## src/source/icache_defines.svh

```systemverilog
`ifndef ICACHE_DEFINES_SVH
`define ICACHE_DEFINES_SVH

// Cache organisation
`define ICACHE_WAYS 4
`define ICACHE_SETS 16

// Line and word sizes in bits
`define ICACHE_LINE_BITS 256
`define ICACHE_WORD_BITS 32

// Address split: tag | index | byte offset
`define ICACHE_ADDR_BITS 32
`define ICACHE_INDEX_BITS 4
`define ICACHE_OFFSET_BITS 5
`define ICACHE_TAG_BITS 23

`endif
```

## src/source/icache_pkg.sv

```systemverilog
`default_nettype none

`include "icache_defines.svh"

package icache_pkg;

    typedef logic [`ICACHE_ADDR_BITS-1:0] addr_t;
    typedef logic [`ICACHE_WORD_BITS-1:0] word_t;
    typedef logic [`ICACHE_LINE_BITS-1:0] line_t;
    typedef logic [`ICACHE_TAG_BITS-1:0] tag_t;
    typedef logic [`ICACHE_INDEX_BITS-1:0] index_t;
    typedef logic [$clog2(`ICACHE_WAYS)-1:0] way_t;

    // One bit per internal node of the tree
    typedef logic [`ICACHE_WAYS-2:0] plru_t;

    typedef enum logic [1:0] {
        idle_s,
        compare_tag_s,
        allocate_s,
        prefetch_s
    } state_t;

endpackage : icache_pkg

`default_nettype wire

```

## src/source/icache_control.sv

```systemverilog
`default_nettype none

`include "icache_defines.svh"

module icache_control
    import icache_pkg::*;
(
    input  wire logic clk,
    input  wire logic rst_n,
    input  wire logic cpu_read,
    input  wire logic valid_hit,
    input  wire logic next_present,
    input  wire logic mem_resp,
    output state_t    state,
    output logic      mem_read,
    output logic      cpu_resp
);

    state_t next_state;

    // Set once a line is filled on a miss, consumed by the following hit
    logic after_alloc_q;

    always_comb begin
        next_state = state;
        case (state)
            idle_s: begin
                if (cpu_read) begin
                    next_state = compare_tag_s;
                end
            end
            compare_tag_s: begin
                if (!valid_hit) begin
                    next_state = allocate_s;
                end else if (after_alloc_q) begin
                    next_state = prefetch_s;
                end else begin
                    next_state = idle_s;
                end
            end
            allocate_s: begin
                if (mem_resp) begin
                    next_state = compare_tag_s;
                end
            end
            prefetch_s: begin
                // Next line already cached, nothing to fetch
                if (next_present || mem_resp) begin
                    next_state = idle_s;
                end
            end
            default: next_state = idle_s;
        endcase
    end

    always_ff @(posedge clk or negedge rst_n) begin
        if (!rst_n) begin
            state         <= idle_s;
            after_alloc_q <= 1'b0;
        end else begin
            state <= next_state;
            if (state == allocate_s && mem_resp) begin
                after_alloc_q <= 1'b1;
            end else if (state == compare_tag_s && valid_hit) begin
                after_alloc_q <= 1'b0;
            end
        end
    end

    assign cpu_resp = (state == compare_tag_s) && valid_hit;
    assign mem_read = (state == allocate_s) || (state == prefetch_s && !next_present);

endmodule : icache_control

`default_nettype wire

```

## config.mk

```make
export PLATFORM = sky130hd
export DESIGN_NAME = icache_control
export DESIGN_NICKNAME = d
export VERILOG_FILES = /design/src/source/icache_pkg.sv /design/src/source/icache_control.sv
export VERILOG_INCLUDE_DIRS = /design/src /design/src/source
export SDC_FILE = /design/constraint.sdc
export NUM_CORES = 1
export LEC_CHECK = 0
export ABC_AREA = 0
export BUFFER_PORTS_ARGS = -buffer_cell sky130_fd_sc_hd__buf_2
export CAP_MARGIN = 25
export CORE_AREA = 2 2 39 41
export CTS_CLUSTER_DIAMETER = 60
export DETAILED_ROUTE_END_ITERATION = 7
export DIE_AREA = 0 0 41 43
export GPL_TIMING_DRIVEN = 0
export PLACE_DENSITY = 0.38
export SETUP_SLACK_MARGIN = 0.2
export SYNTH_ARGS = -nofsm -noshare
export SYNTH_HDL_FRONTEND = slang
export SYNTH_SLANG_ARGS = --single-unit
```

## constraint.sdc

```tcl
create_clock -name clk -period 1.4 [get_ports clk]
set_clock_uncertainty 0.2 [all_clocks]
set_input_delay 0.21 -clock clk [delete_from_list [all_inputs] [get_ports clk]]
set_output_delay 0.21 -clock clk [all_outputs]
set_load 0.01 [all_outputs]
```

==> reports/qor_table.md <==
| Result | This run | Unit |
|---|---|---|
| Run status | finished clean | - |
| Worst-Skew Late Latency | 0.23 | ns |
| Synthesis-stage register bit count | 3 | - |
| Area share of the leading cell type in the synthesized netlist | 0.441 | - |
| Startpoint type of the worst setup path | flip-flop | - |
| First-pass iteration count of the detailed router | 1 | - |
| Basic-gate share of the synthesized area counting and, or, nand and nor cells | 0.191 | - |
| Die area | 0.00176 | sq mm |
| Final #Nets | 43 | - |
| Fraction of the yosys area taken by sequential cells | 0.441 | - |
| Headroom to the max-slew limit | 0.899 | - |
| Setup-failing EPs final | 0 | - |
| Slack of the critical path | 0.0356 | ns |
| Number of DRC markers after the initial detailed-route iteration | 0 | - |
| Clock tree buffer depth | 2 | - |
| Number of sinks driven by the clock tree | 3 | - |
| Element type at the critical path end | output pin | - |
| Launching point of the worst reg2reg path | state[1] | - |
| Average wire per standard cell | 8.83 | um |
| Ys Warns | 0 | - |
| Initial core utilization | 0.123 | - |
| Vias per std cell | 3.73 | - |
| Highest metal used | met3 | - |
| ANT cells | 0 | - |
| Path class of the lowest-slack min-delay path | in2async | - |
| Row cnt | 14 | - |
| Antenna violations before repair | 0 | - |
| Mux cell area share after synthesis | 0 | - |
| Aggregate routed wire length | 459 | um |
| Final worst path period share | 0.975 | - |
| Fin. max-slew vios | 0 | - |
| Total standard cell area after synthesis | 170 | sq um |
| Worst hold margin | 0.0992 | ns |
| Number of clock buffers inserted by TritonCTS | 3 | - |
| Worst voltage drop across the vdd grid | 0.000565 | V |
| Capture instance of the worst register-to-register path | state[0] | - |
| Routed Antenna Nets | 0 | - |
| Cell accounting for the most synthesized area | sky130_fd_sc_hd__dfrtp_1 | - |
| Final core occ | 0.218 | - |
| Register clock-pin slew on the reported worst setup and hold paths | 0.04 | ns |
| Residual DRC count | 0 | - |
| Cell at the root of the clock tree | sky130_fd_sc_hd__clkbuf_4 | - |
| Vias | 194 | - |
| Worst Path Class, Setup | reg2out | - |
| R2R setup slack | 0.26 | ns |
| TritonCTS clock tree | yes | - |
| Via count of the first global-routing pass | 198 | - |
| Largest family of logic cells by synthesized area | compound AO/OA/AOI/OAI gates | - |
| Number of failing hold endpoints at the final stage | 0 | - |
| Synthesized instance count | 20 | - |
| All-layer global routing usage | 0.0644 | - |
| Max-cap check violation count | 0 | - |
| Synthesized area per cell | 8.51 | sq um |
| Length of routed wiring on met1 | 203 | um |
| Routed wl met3 | 57 | um |
| Length of routed met2 wiring | 198 | um |
| Xor and xnor fraction of the mapped netlist area | 0 | - |
| PnR Total Power | 608 | uW |
| Pin slew with the least headroom to its limit | 0.150 | ns |
| Setup crit end | mem_read | - |
| Maximum fanout count along the critical path | 6 | - |
| Power per cell area | 2020 | mW/mm^2 |
| DP Worst Slack | 0.214 | ns |
| Data arrival time of the critical path | 0.95 | ns |
| Distinct cells, synth | 10 | - |
| Standard cell core area | 0.00138 | sq mm |
| Final critical path time including I/O delays and setup | 1.36 | ns |
| Fraction of final layout cells with drive strength greater than 1 | 0.611 | - |
| Arithmetic-cell share of the synthesized area counting full adders, half adders and majority gates | 0 | - |
| Required time of the critical path | 0.99 | ns |
| Synth Area in Compound Gates | 0.324 | - |
| First-pass GRT wire length | 710 | um |
| Leakage | 0.000141 | uW |
| Port-buffer cells | 9 | - |
| Height of the chip | 43 | um |
| Routability cong. | 0.585 | - |
| Total congestion overflow | 0 | - |
| Total negative setup slack | 0 | ns |
| Leading post-synthesis cells by cell area | sky130_fd_sc_hd__dfrtp_1, sky130_fd_sc_hd__a21oi_1, sky130_fd_sc_hd__a22oi_2 | - |
| Detailed Place HPWL | 316 | um |
| Pin count of the biggest net entering global routing | 9 | - |
| Width of the die | 41 | um |
| RSZ-0062 raised after global routing | true | - |
| F_max | 0.733 | GHz |
| Worst r2r path cells | 3 | - |
| Area added between synthesis and finish | 77.2 | % |
| Net count of the mapped netlist | 26 | - |
| CTS H-tree depth | 1 | - |
| Beginning of the critical path | state[1] | - |
| IO Pins | 10 | - |
[synthesized netlist by cell type]
cell	instances
sky130_fd_sc_hd__a21boi_0	1
sky130_fd_sc_hd__a21oi_1	5
sky130_fd_sc_hd__a22oi_2	1
sky130_fd_sc_hd__dfrtp_1	3
sky130_fd_sc_hd__inv_1	2
sky130_fd_sc_hd__nand2_1	2
sky130_fd_sc_hd__nand3_1	1
sky130_fd_sc_hd__nor2_1	2
sky130_fd_sc_hd__nor3b_2	1
sky130_fd_sc_hd__o21ai_0	2
[what timing repair did]
| action | CTS | global route |
|---|---|---|
| buffers inserted | 1 | 1 |
| hold buffers | 1 | 0 |
| cloned | 0 | 0 |
| setup endpoints to repair | 4 | 5 |
| hold endpoints to repair | 3 | 0 |
| resized for setup | 4 | 2 |
[cell usage in the layout (no fill, tap or decap)]
cell | synthesis | layout
sky130_fd_sc_hd__buf_4 | 0 | 2
sky130_fd_sc_hd__a21boi_2 | 0 | 1
sky130_fd_sc_hd__dfrtp_1 | 3 | 1
sky130_fd_sc_hd__inv_1 | 2 | 2
sky130_fd_sc_hd__clkbuf_1 | 0 | 1
sky130_fd_sc_hd__a21oi_2 | 0 | 1
sky130_fd_sc_hd__nand2_2 | 0 | 1
sky130_fd_sc_hd__nor2_2 | 0 | 1
sky130_fd_sc_hd__o21ai_0 | 2 | 2
sky130_fd_sc_hd__nand3_1 | 1 | 1
sky130_fd_sc_hd__nor2_1 | 2 | 1
sky130_fd_sc_hd__nor3b_2 | 1 | 1
sky130_fd_sc_hd__dfrtp_2 | 0 | 2
sky130_fd_sc_hd__clkbuf_4 | 0 | 3
sky130_fd_sc_hd__a21oi_1 | 5 | 4
sky130_fd_sc_hd__dlygate4sd3_1 | 0 | 1
sky130_fd_sc_hd__nand2_1 | 2 | 1
sky130_fd_sc_hd__a22oi_2 | 1 | 1
sky130_fd_sc_hd__buf_2 | 0 | 9
[worst max-delay path, stage by stage, from the launching register on]
cell                       delay [ns]
sky130_fd_sc_hd__dfrtp_2         0.43
sky130_fd_sc_hd__a21boi_2        0.16
sky130_fd_sc_hd__buf_2           0.13
[stage by stage]
step | cells | area, sq um
6_report | 52 | 302
4_1_cts | 51 | 288
3_3_place_gp | 45 | 235
3_5_place_dp | 45 | 235
5_1_grt | 52 | 302
2_1_floorplan | 20 | 170
[how the worst min path moves through the flow]
stage	endpoint	start	slack [ns]
after global routing	after_alloc_q	rst_n	0.11
after global placement	after_alloc_q	rst_n	-0.19
after CTS	state[0]	rst_n	0.09
after detailed placement	after_alloc_q	rst_n	-0.19
final	after_alloc_q	rst_n	0.1
after floorplan	after_alloc_q	rst_n	-0.29
[power by group]
group	switching, uW	leakage, uW	internal [uW]	total, uW
Sequential	63.0	0.0000360	133	196
Combinational	125	0.0000898	138	264
Clock	42.3	0.0000150	107	149
[kinds of logic after synthesis]
group                  after synthesis
flip-flops                           3
buffers and inverters                2
AO/OA/AOI/OAI                        9
AND/OR/NAND/NOR                      6
[registers in the layout, indices dropped and copies added, names as in the netlist]
name,cells
state,2
after_alloc_q,1
[area by class of cell]
class	count	area, sq um
Clock buffer	4	26.3
Fill cell	165	1080
Inverter	2	7.51
Multi-Input combinational cell	15	100
Sequential cell	3	77.6
Tap cell	16	20.0
Timing Repair Buffer	12	70.1
[per-layer routing]
layer  GRT usage  vias to the layer above
li1            -                      103
met1      0.0744                       82
met2      0.0781                        9
met3      0.0209                        0
met4      0.0800                        0
met5           0                        -
No activity file was read; power rests on OpenSTA's default activity.
