$ cat src/source/icache_defines.svh
`ifndef ICACHE_DEFINES_SVH
`define ICACHE_DEFINES_SVH

// Cache organisation
`define ICACHE_WAYS 4
`define ICACHE_SETS 16

// Line and word sizes in bits
`define ICACHE_LINE_BITS 256
`define ICACHE_WORD_BITS 32

// Address split: tag | index | byte offset
`define ICACHE_ADDR_BITS 32
`define ICACHE_INDEX_BITS 4
`define ICACHE_OFFSET_BITS 5
`define ICACHE_TAG_BITS 23

`endif
$ cat src/source/icache_pkg.sv
`default_nettype none

`include "icache_defines.svh"

package icache_pkg;

    typedef logic [`ICACHE_ADDR_BITS-1:0] addr_t;
    typedef logic [`ICACHE_WORD_BITS-1:0] word_t;
    typedef logic [`ICACHE_LINE_BITS-1:0] line_t;
    typedef logic [`ICACHE_TAG_BITS-1:0] tag_t;
    typedef logic [`ICACHE_INDEX_BITS-1:0] index_t;
    typedef logic [$clog2(`ICACHE_WAYS)-1:0] way_t;

    // One bit per internal node of the tree
    typedef logic [`ICACHE_WAYS-2:0] plru_t;

    typedef enum logic [1:0] {
        idle_s,
        compare_tag_s,
        allocate_s,
        prefetch_s
    } state_t;

endpackage : icache_pkg

`default_nettype wire

$ cat src/source/icache_plru.sv
`default_nettype none

`include "icache_defines.svh"

module icache_plru
    import icache_pkg::*;
(
    input  wire logic   clk,
    input  wire logic   rst_n,
    input  wire index_t rd_index,
    input  wire logic   plru_we,
    input  wire index_t wr_index,
    input  wire way_t   plru_way,
    output way_t        plru_victim
);

    plru_t tree_q [`ICACHE_SETS];
    plru_t tree_rd;

    assign tree_rd = tree_q[rd_index];

    // bit0 picks the half, bit1 and bit2 pick within each half
    always_comb begin
        if (!tree_rd[0]) begin
            plru_victim = tree_rd[1] ? way_t'(1) : way_t'(0);
        end else begin
            plru_victim = tree_rd[2] ? way_t'(3) : way_t'(2);
        end
    end

    always_ff @(posedge clk or negedge rst_n) begin
        if (!rst_n) begin
            for (int s = 0; s < `ICACHE_SETS; s++) begin
                tree_q[s] <= '0;
            end
        end else if (plru_we) begin
            // Point both levels away from the accessed way
            if (!plru_way[1]) begin
                tree_q[wr_index][0] <= 1'b1;
                tree_q[wr_index][1] <= ~plru_way[0];
            end else begin
                tree_q[wr_index][0] <= 1'b0;
                tree_q[wr_index][2] <= ~plru_way[0];
            end
        end
    end

endmodule : icache_plru

`default_nettype wire

$ cat config.mk
export PLATFORM = sky130hd
export DESIGN_NAME = icache_plru
export DESIGN_NICKNAME = d
export VERILOG_FILES = /design/src/source/icache_pkg.sv /design/src/source/icache_plru.sv
export VERILOG_INCLUDE_DIRS = /design/src /design/src/source
export SDC_FILE = /design/constraint.sdc
export NUM_CORES = 1
export LEC_CHECK = 0
export BUFFER_PORTS_ARGS = -buffer_cell sky130_fd_sc_hd__buf_2
export CORE_ASPECT_RATIO = 1.4
export CORE_MARGIN = 4
export CORE_UTILIZATION = 50
export DETAILED_ROUTE_END_ITERATION = 10
export GPL_TIMING_DRIVEN = 0
export MAX_ROUTING_LAYER = met4
export PLACE_DENSITY = 0.8
export SETUP_SLACK_MARGIN = 0.4
export SLEW_MARGIN = 0
export SYNTH_ARGS = -nofsm -noshare
export SYNTH_HDL_FRONTEND = slang
export SYNTH_SLANG_ARGS = --single-unit
$ cat constraint.sdc
create_clock -name clk -period 3.3 [get_ports clk]
set_clock_uncertainty 0.05 [all_clocks]
set_input_delay 0.165 -clock clk [delete_from_list [all_inputs] [get_ports clk]]
set_output_delay 0.165 -clock clk [all_outputs]
set_load 0.005 [all_outputs]
==> results of run 1 <==
[power breakdown]
part | leakage, nW | switching (W) | internal [W]
clock network | 0.0434 | 0.000200 | 0.000170
registers | 0.583 | 0.0000586 | 0.000703
logic | 0.664 | 0.000137 | 0.000147
total | 1.29 | 0.000396 | 0.00102
[cell type report]
| type | count | area share (%) |
|---|---|---|
| Buffer | 19 | 4.23 |
| Clock buffer | 6 | 3.00 |
| Clock inverter | 2 | 0.546 |
| Inverter | 14 | 1.91 |
| Multi-Input combinational cell | 150 | 42.1 |
| Sequential cell | 48 | 43.7 |
| Tap cell | 64 | 2.91 |
| Timing Repair Buffer | 9 | 1.64 |
[logic make-up (layout without fill, tap and decap cells)]
| group | count (synthesis) | after routing | synth area share (%) |
|---|---|---|---|
| flip-flops | 48 | 48 | 47.5 |
| multiplexers | 33 | 33 | 20.3 |
| AO/OA/AOI/OAI | 46 | 46 | 11.7 |
| AND/OR/NAND/NOR | 71 | 71 | 13.9 |
| buffers and inverters | 33 | 50 | 6.68 |
[path summary, 6_finish.rpt]
kind | startpoint | endpoint
worst max-delay path | register | plru_victim[0]
worst min-delay path | rst_n | tree_q[4]$_DFFE_PN0P_
worst max register to register | register | register
worst min register to register | register | register
max in group asynchronous | rst_n | tree_q[2]$_DFFE_PN0P_
min in group clk | plru_way[0] | tree_q[46]$_DFFE_PN0P_
[Yosys cell counts, drive strengths merged (5+ instances only)]
cell	instances
a21o	11
clkbuf	16
dfrtp	48
inv	14
mux2	5
mux2i	16
mux4	12
nand2	19
nand3	11
nand4	6
nor2	15
o21ai	20
o31ai	13
[stage by stage]
| stage | instances | hold slack [ns] | total power [W] | setup slack (ns) | util (%) |
|---|---|---|---|---|---|
| floorplan | 231 | -0.181 | 0.000964 | 1.67 | - |
| global route | 312 | 0.0653 | 0.00150 | 0.969 | 56.4 |
| finish | 312 | -0.0116 | 0.00142 | 1.09 | 56.4 |
| CTS | 312 | 0.0389 | 0.00143 | 1.10 | 56.4 |
| detailed placement | 304 | 0.370 | 0.00106 | 1.26 | 54.4 |
| global placement | 304 | 0.347 | 0.00104 | 1.27 | 54.4 |
[layout by cell type, fill, tap and decap left out, drive strengths merged]
cell / instances
a22oi: 2
dfrtp: 48
buf: 11
nand4: 6
clkbuf: 22
nor2b: 4
and2b: 1
o21ai: 20
nor3b: 1
nor2: 15
mux2: 5
nand3: 11
o31ai: 13
or4: 1
inv: 14
a21o: 11
nand2b: 2
nand2: 19
and3: 1
or3b: 1
or2: 1
mux2i: 16
bufbuf: 1
mux4: 12
clkinvlp: 2
nor3: 4
nor4: 4
[routing by layer]
metal | global-route usage, % | part of all wire (%) | vias to the layer above
met1 | 24.7 | 40 | 900
met3 | 5.27 | 4.3 | 14
met5 | - | 0 | -
li1 | - | - | 869
met2 | 33.1 | 52 | 51
met4 | 8.46 | 3.2 | 0
==> results.sh, run 1 <==
export IMPL_track_usage_pct=20.8
export IMPL_start_kind="register"
export IMPL_n_antenna_cell=0
export IMPL_wl_per_cell_um=17.5
export IMPL_crit_arrival_ns=1.99
export IMPL_antenna_found_initial=0
export IMPL_hp_class="input port to asynchronous set/reset pin"
export IMPL_fmax_ghz=0.453
export IMPL_worst_setup_path_end_kind="primary output"
export IMPL_layout_area_seq_um2=1200
export IMPL_ys_flop_type="dfrtp_1"
export IMPL_gp_congestion=0.904
export IMPL_drive_gt1_share_pct=14.1
export IMPL_cts_tree="built"
export IMPL_port_buffers=9
export IMPL_die_area_um2=6280
export IMPL_required_ns=3.08
export IMPL_cts_resized=0
export IMPL_area_delta_synth_final_pct=8.81
export IMPL_die_w_um=68.1
export IMPL_cts_sinks=48
export IMPL_num_rows=30
export IMPL_clkLatencyLatePin_ns=0.30
export IMPL_post_route_period_util_pct=66.9
export IMPL_yosysWarnings=0
export IMPL_hold_buffers=0
export IMPL_yosysTopAreaCell="dfrtp_1"
export IMPL_synth_edf_count=0
export IMPL_fin_area_um2=2750
export IMPL_yosysUniqueCellTypes=31
export IMPL_power_density_nw_per_um2=515
export IMPL_period_minus_slack_ns=2.21
export IMPL_grt_max_degree=49
export IMPL_path_delay_family="multiplexers"
export IMPL_dp_hpwl_um=4100
export IMPL_violations="hold timing"
export IMPL_synthDominantCellAreaShare_pct=47.5
export IMPL_via_count=1834
export IMPL_setup_tns_ns=0
export IMPL_fill_cells=419
export IMPL_grt_pass1_vias=1862
export IMPL_clk_pin_slew_ns=0.09
export IMPL_path_buf_inv=1
export IMPL_irDropWorstVdd_mv=0.230
export IMPL_core_um2=4880
export IMPL_crit_path_frequent_cell="mux2i_1"
export IMPL_synth_area_um2=2530
export IMPL_ioPinCount=15
export IMPL_syn_nets=244
export IMPL_ys_seq_area_share_pct=47.5
export IMPL_synth_seq_cells=48
export IMPL_whs_ns=-0.0116
export IMPL_die_y_um=92.1
export IMPL_viasPerCell=5.88
export IMPL_crit_type="register to primary output"
export IMPL_cts_buffers=5
export IMPL_setup_viol=0
export IMPL_grt_pass1_wl_um=9360
export IMPL_status="finished with violations"
export IMPL_placed_area_um2=2650
export IMPL_first_pass_iters=5
export IMPL_path_cells="mux4_1 -> mux2i_1 -> mux2i_1 -> mux2_1 -> buf_2"
export IMPL_drcViolationCount=0
export IMPL_leakage_nw=1.29
export IMPL_slowest_stage="mux4_1"
export IMPL_cts_setup_buffers=0
export IMPL_syn_inst=231
export IMPL_r2r_cells=1
export IMPL_start_util_pct=51.8
export IMPL_clockBufferDepth=2
export IMPL_root_buffer="clkbuf_8"
export IMPL_drt_iter0_markers=153
export IMPL_crit_fanout=2
export IMPL_routed_wl_um=5480
export IMPL_reg2reg_slack_ns=2.48
export IMPL_path_depth=5
export IMPL_synthArstFlopShare_pct=100
export IMPL_rsz0062_at_grt="no"
export IMPL_max_cap_viol_count=0
export IMPL_tightest_slew_ns=1.04
export IMPL_ant_nets=0
export IMPL_synth_area_leaders="dfrtp_1 (48%), mux4_1 (7.3%), mux2i_1 (6.3%), mux4_2 (4.5%), o21ai_0 (4.0%)"
export IMPL_finalHoldViolations=28
export IMPL_timing_slew_headroom_pct=30.8
export IMPL_grt_overflow_total=0
export IMPL_h_tree_depth=2
export IMPL_slowest_delay_ns=0.49
export IMPL_multi_input_area_um2=1160
export IMPL_nNetsFinal=260
export IMPL_synth_avg_cell_area_um2=10.9
export IMPL_drv_slew=0
Note: power is estimated with default switching activity, not from simulation.
==> inputs of run 2 (changes only) <==
ABC_AREA = 1   (was default)
PLACE_DENSITY = 0.82   (was 0.8)
clock period = 2 ns   (was 3.3 ns; I/O delays follow)
==> run 2 against run 1 <==
  * The flow now finishes without violations
  * Final cell count grew 35%
  * Sequential power up 66%
  * Setup slack worse by 0.66 ns
  * Area after synthesis down 0.45%
  * Clock-buffer cell count did not move
  * Die area decreased by 0.40%
  * Critical endpoint unchanged
  * Largest cell class unchanged
  * Highest routed layer unchanged
==> results.sh, run 2 <==
export IMPL_ant_nets=0
export IMPL_layoutNonFillerInstCount=422
export IMPL_die_y_um=92.0
export IMPL_area_delta_synth_final_pct=14.6
export IMPL_root_buffer="clkbuf_8"
export IMPL_r2r_cells=3
export IMPL_synth_avg_cell_area_um2=7.63
export IMPL_antenna_found_initial=0
export IMPL_synth_area_um2=2520
export IMPL_crit_type="register to primary output"
export IMPL_first_pass_iters=7
export IMPL_grt_max_degree=49
export IMPL_yosysWarnings=0
export IMPL_clk_pin_slew_ns=0.09
export IMPL_fmax_ghz=0.636
export IMPL_timing_slew_headroom_pct=29.2
export IMPL_port_buffers=14
export IMPL_reg2reg_slack_ns=1.12
export IMPL_synthDominantCellAreaShare_pct=47.7
export IMPL_ys_seq_area_share_pct=47.7
export IMPL_grt_pass1_vias=2336
export IMPL_reg2reg_from="tree_q[28]$_DFFE_PN0P_"
export IMPL_die_area_um2=6250
export IMPL_drt_iter0_markers=229
export IMPL_hold_end="tree_q[41]$_DFFE_PN0P_"
export IMPL_synthArstFlopShare_pct=100
export IMPL_post_route_period_util_pct=78.6
export IMPL_crit_fanout=2
export IMPL_fin_util_pct=59.1
export IMPL_worst_setup_path_end_kind="primary output"
export IMPL_status="completed"
export IMPL_grt_pass1_wl_um=10700
export IMPL_num_rows=30
export IMPL_synth_seq_cells=48
export IMPL_tightest_slew_ns=1.06
export IMPL_max_cap_viol_count=0
export IMPL_viasPerCell=5.58
export IMPL_drcViolationCount=0
export IMPL_power_density_nw_per_um2=872
export IMPL_leakage_nw=1.44
export IMPL_core_um2=4880
export IMPL_crit_arrival_ns=1.42
export IMPL_ioPinCount=15
export IMPL_syn_nets=343
export IMPL_hold_start="plru_way[0]"
export IMPL_dp_cells=408
export IMPL_yosysTopAreaCell="dfrtp_1"
export IMPL_clkLatencyLatePin_ns=0.29
export IMPL_cts_buffers=5
export IMPL_final_common_cell="nand2_1"
export IMPL_drv_slew=0
export IMPL_routed_wl_um=6450
export IMPL_start_util_pct=51.6
export IMPL_n_antenna_cell=0
export IMPL_yosysUniqueCellTypes=24
export IMPL_path_cells="or2_1 -> nand3_1 -> nand3_1 -> nand3_1 -> nand2_1 -> nand2_1 -> nand2_1 -> buf_2"
export IMPL_synth_area_leaders="dfrtp_1 (48%), nand2_1 (15%), nand3_1 (7.2%), inv_1 (5.7%), mux2i_1 (4.4%)"
export IMPL_cts_tree="built"
export IMPL_finalHoldViolations=0
export IMPL_slowest_stage="dfrtp_1"
export IMPL_setup_viol=0
export IMPL_drive_gt1_share_pct=19.8
export IMPL_period_minus_slack_ns=1.57
export IMPL_h_tree_depth=2
export IMPL_wl_per_cell_um=15.3
export IMPL_gp_congestion=0.929
export IMPL_setup_tns_ns=0
export IMPL_required_ns=1.85
export IMPL_yosysMostFrequentCell="nand2_1"
export IMPL_whs_path_depth=3
export IMPL_nNetsFinal=370
export IMPL_reg2reg_to="tree_q[28]$_DFFE_PN0P_"
export IMPL_rsz0062_at_grt="yes"
export IMPL_dp_hpwl_um=4560
export IMPL_cts_sinks=48
export IMPL_synth_edf_count=0
export IMPL_slowest_delay_ns=0.38
export IMPL_yosys_top_cells_count="nand2_1 (103), dfrtp_1 (48), inv_1 (38)"
export IMPL_clockBufferDepth=2
export IMPL_ys_flop_type="dfrtp_1"
export IMPL_syn_inst=330
export IMPL_grt_overflow_total=0
export IMPL_hp_class="input port to register"
export IMPL_irDropWorstVdd_mv=0.459
export IMPL_start_kind="register"
export IMPL_die_w_um=68.0
export IMPL_layout_common_cells="nand2_1 (100), dfrtp_1 (48), inv_1 (28)"
export IMPL_track_usage_pct=22.9
export IMPL_via_count=2353
-- run 2: cell types whose count changed after synthesis, sizes merged, moves of 7 or more --
| cell | previous run | this run |
|---|---|---|
| nor2 | 15 | 27 |
| clkbuf | 16 | 4 |
| inv | 14 | 40 |
| mux4 | 12 | 0 |
| buf | 2 | 9 |
| nand3 | 11 | 36 |
| a21oi | 0 | 9 |
| o31ai | 13 | 0 |
| o21ai | 20 | 30 |
| nand2 | 19 | 103 |
| a21o | 11 | 0 |
-- run 2: how the worst max path moves through the flow --
stage	from	to	slack [ns]
3_3_place_gp	rd_index[1]	plru_victim[0]	0.60
3_5_place_dp	rd_index[1]	plru_victim[0]	0.58
2_1_floorplan	tree_q[11]$_DFFE_PN0P_	plru_victim[0]	0.97
5_1_grt	tree_q[29]$_DFFE_PN0P_	plru_victim[0]	0.34
4_1_cts	register	plru_victim[0]	0.42
6_report	tree_q[11]$_DFFE_PN0P_	plru_victim[0]	0.43
-- run 2: final cells by class --
cell class | instances | area (µm²)
Multi-Input combinational cell | 229 | 1160
Inverter | 40 | 150
Tap cell | 64 | 80.1
Fill cell | 447 | 1990
Buffer | 13 | 70.1
Sequential cell | 48 | 1200
Clock inverter | 2 | 35.0
Timing Repair Buffer | 20 | 118
Clock buffer | 6 | 72.6
-- run 2: critical path: cells and delay by family (launching register included) --
family / cells / cell delay, ns
buf+inv: 1 / 0.12
simple gates: 7 / 0.62
flops: 1 / 0.38
-- run 2: per-layer routing --
metal  track usage, %  wire length (µm)
met1             28.8              2650
met3             3.68               431
met2             35.6              3100
met4             10.8               280
met5                -                 0
-- run 2: logic make-up (layout without fill, tap and decap cells) --
family | Yosys count | count (layout) | synth area share, %
simple gates | 170 | 170 | 28.8
compound gates | 48 | 48 | 10.3
buf+inv | 53 | 81 | 8.75
mux | 11 | 11 | 4.37
flops | 48 | 48 | 47.7
-- run 2: what timing repair did --
action,in CTS,in global routing
setup endpoints to repair,1,1
hold buffers,1,0
hold endpoints to repair,48,0
setup buffers,0,5
pin swaps,0,5
gates resized for setup,1,23
-- run 2: stage by stage --
step	worst slack, ns	power (W)	hold WS, ns	cell area (µm²)
3_5_place_dp	0.579	0.00176	0.293	2670
5_1_grt	0.345	0.00266	0.0698	2890
2_1_floorplan	0.966	0.00159	-0.246	2520
3_3_place_gp	0.596	0.00173	0.281	2670
6_report	0.428	0.00251	0.0595	2890
4_1_cts	0.416	0.00244	0.0647	2790
-- run 2: power breakdown --
part	total (W)	internal (W)	leakage (nW)	switching [W]
registers	0.00126	0.00117	0.564	0.0000908
clock network	0.000692	0.000371	0.0552	0.000321
logic	0.000563	0.000216	0.820	0.000347
==> inputs of run 3 (changes only) <==
clock period = 1.3 ns   (was 2 ns; I/O delays follow)
==> run 3 against run 2 <==
  * The run now ends with hold timing, setup timing left
  * Routed wire length down 0.31%
  * Final cell count up 0.95%
  * First-iteration DRC count down 14%
  * Non-clock buffer count up 4
  * Power up 55%
  * Sequential power up 53%
  * Die area unchanged
  * Design area up 4.1%
  * Critical path type unchanged
==> results.sh, run 3 (synthesis results as in run 2) <==
export IMPL_cts_sinks=48
export IMPL_path_buf_inv=1
export IMPL_via_count=2335
export IMPL_crit_arrival_ns=1.47
export IMPL_grt_max_degree=49
export IMPL_layout_common_cells="nand2_1 (92), dfrtp_1 (48), nand3_1 (33)"
export IMPL_n_antenna_cell=0
export IMPL_gp_congestion=0.926
export IMPL_die_y_um=92.0
export IMPL_num_rows=30
export IMPL_startpoint="tree_q[11]$_DFFE_PN0P_"
export IMPL_placed_area_um2=2670
export IMPL_sw_frac_of_total_pct=30.0
export IMPL_cts_tree="built"
export IMPL_internal_power_w=0.00272
export IMPL_core_um2=4880
export IMPL_worst_setup_path_end_kind="primary output"
export IMPL_p_sw_w=0.00117
export IMPL_fill_cells=425
export IMPL_worst_slack_ns=-0.282
export IMPL_rsz0062_at_grt="yes"
export IMPL_hp_class="input port to asynchronous set/reset pin"
export IMPL_nNetsFinal=374
export IMPL_fin_util_pct=61.5
export IMPL_track_usage_pct=23.5
export IMPL_path_cells="or2_1 -> nand3_1 -> nand3_1 -> nand3_1 -> nand2_1 -> nand2_1 -> nand2_1 -> buf_2"
export IMPL_tightest_slew_ns=1.03
export IMPL_port_buffers=14
export IMPL_irDropWorstVdd_mv=0.749
export IMPL_slowest_delay_ns=0.40
export IMPL_crit_type="register to primary output"
export IMPL_dp_hpwl_um=4490
export IMPL_h_tree_depth=2
export IMPL_ioPinCount=15
export IMPL_status="finished with violations"
export IMPL_violations="hold timing, setup timing"
export IMPL_post_route_period_util_pct=122
export IMPL_routed_wl_um=6430
export IMPL_die_area_um2=6250
export IMPL_finalHoldViolations=48
export IMPL_layoutNonFillerInstCount=426
export IMPL_ant_nets=0
export IMPL_power_density_nw_per_um2=1290
export IMPL_finalPower_w=0.00389
export IMPL_start_kind="register"
export IMPL_area_delta_synth_final_pct=19.3
export IMPL_comb_power_share_pct=22.7
export IMPL_fin_area_um2=3000
export IMPL_drv_slew=0
export IMPL_drt_iter0_markers=196
export IMPL_whs_ns=-0.113
export IMPL_path_delay_family="simple AND/OR/NAND/NOR gates"
export IMPL_start_util_pct=51.6
export IMPL_timing_slew_headroom_pct=31.3
export IMPL_antenna_found_initial=0
export IMPL_fmax_ghz=0.632
export IMPL_clockBufferDepth=2
export IMPL_cts_buffers=5
export IMPL_setup_viol=2
export IMPL_max_cap_viol_count=0
export IMPL_leakage_nw=1.46
export IMPL_drcViolationCount=0
export IMPL_period_minus_slack_ns=1.58
export IMPL_clk_pin_slew_ns=0.08
export IMPL_die_w_um=68.0
export IMPL_clkLatencyLatePin_ns=0.30
export IMPL_dp_cells=408
export IMPL_grt_pass1_wl_um=10700
export IMPL_grt_overflow_total=0
export IMPL_crit_fanout=2
export IMPL_required_ns=1.19
export IMPL_final_common_cell="nand2_1"
export IMPL_reg2reg_from="tree_q[11]$_DFFE_PN0P_"
export IMPL_slowest_stage="dfrtp_1"
export IMPL_pwr_share_clk_pct=27.6
export IMPL_root_buffer="clkbuf_8"
export IMPL_wl_per_cell_um=15.1
export IMPL_viasPerCell=5.48
export IMPL_power_frac_seq_pct=49.7
export IMPL_grt_pass1_vias=2303
export IMPL_drive_gt1_share_pct=23.5
export IMPL_first_pass_iters=6
run 3: what timing repair did:
action	4_1_cts	5_1_grt
setup endpoints to repair	16	23
hold endpoints to repair	48	34
gates resized for setup	6	47
setup buffers	1	9
pin swaps	1	14
run 3: worst paths after layout:
kind	end	cells after the start	slack, ns
worst max-delay path	plru_victim[0]	8	-0.28
worst min-delay path	tree_q[11]$_DFFE_PN0P_	1	-0.11
worst max register to register	tree_q[11]$_DFFE_PN0P_	3	0.42
worst min register to register	tree_q[40]$_DFFE_PN0P_	2	0.44
max in group asynchronous	asynchronous set/reset pin	1	0.68
min in group clk	tree_q[5]$_DFFE_PN0P_	3	0.02
run 3: layer usage:
| metal | share of wire, % | GRT usage [%] | vias to the layer above |
|---|---|---|---|
| li1 | - | - | 1112 |
| met1 | 39 | 28.7 | 1092 |
| met2 | 50 | 36.9 | 100 |
| met3 | 6.2 | 3.55 | 31 |
| met4 | 4.2 | 12.3 | 0 |
| met5 | 0 | - | - |
run 3: power groups by stage:
stage	Clock, W	Combinational (W)	Sequential [W]
3_5_place_dp	0	0.000761	0.00195
6_report	0.00107	0.000882	0.00193
5_1_grt	0.00114	0.00100	0.00196
3_3_place_gp	0	0.000731	0.00194
4_1_cts	0.00108	0.000783	0.00192
2_1_floorplan	0	0.000542	0.00191
run 3: worst register-to-register path, cell delays in order, from the launching register on:
cell and delay (ns):
dfrtp_1 0.40, buf_4 0.13, a21oi_1 0.10, a31oi_1 0.05
run 3: final cells by class:
| type | instances | area [µm²] | area share, % |
|---|---|---|---|
| multi-input combinational | 229 | 1230 | 41.1 |
| sequential | 48 | 1200 | 40.0 |
| timing repair buffer | 24 | 153 | 5.08 |
| inverter | 40 | 150 | 5.00 |
| tap | 64 | 80.1 | 2.67 |
| buffer | 13 | 76.3 | 2.54 |
| clock buffer | 6 | 72.6 | 2.42 |
| clock inverter | 2 | 35.0 | 1.17 |
run 3: per-stage QoR:
stage / hold slack, ns / setup TNS [ns] / setup slack [ns]
after global placement: 0.248 / -0.0307 / -0.0307
after floorplan: -0.281 / 0 / 0.301
after global routing: -0.0122 / -0.635 / -0.349
after detailed placement: 0.264 / -0.0426 / -0.0254
after CTS: -0.0685 / -0.329 / -0.241
final: -0.113 / -0.483 / -0.282
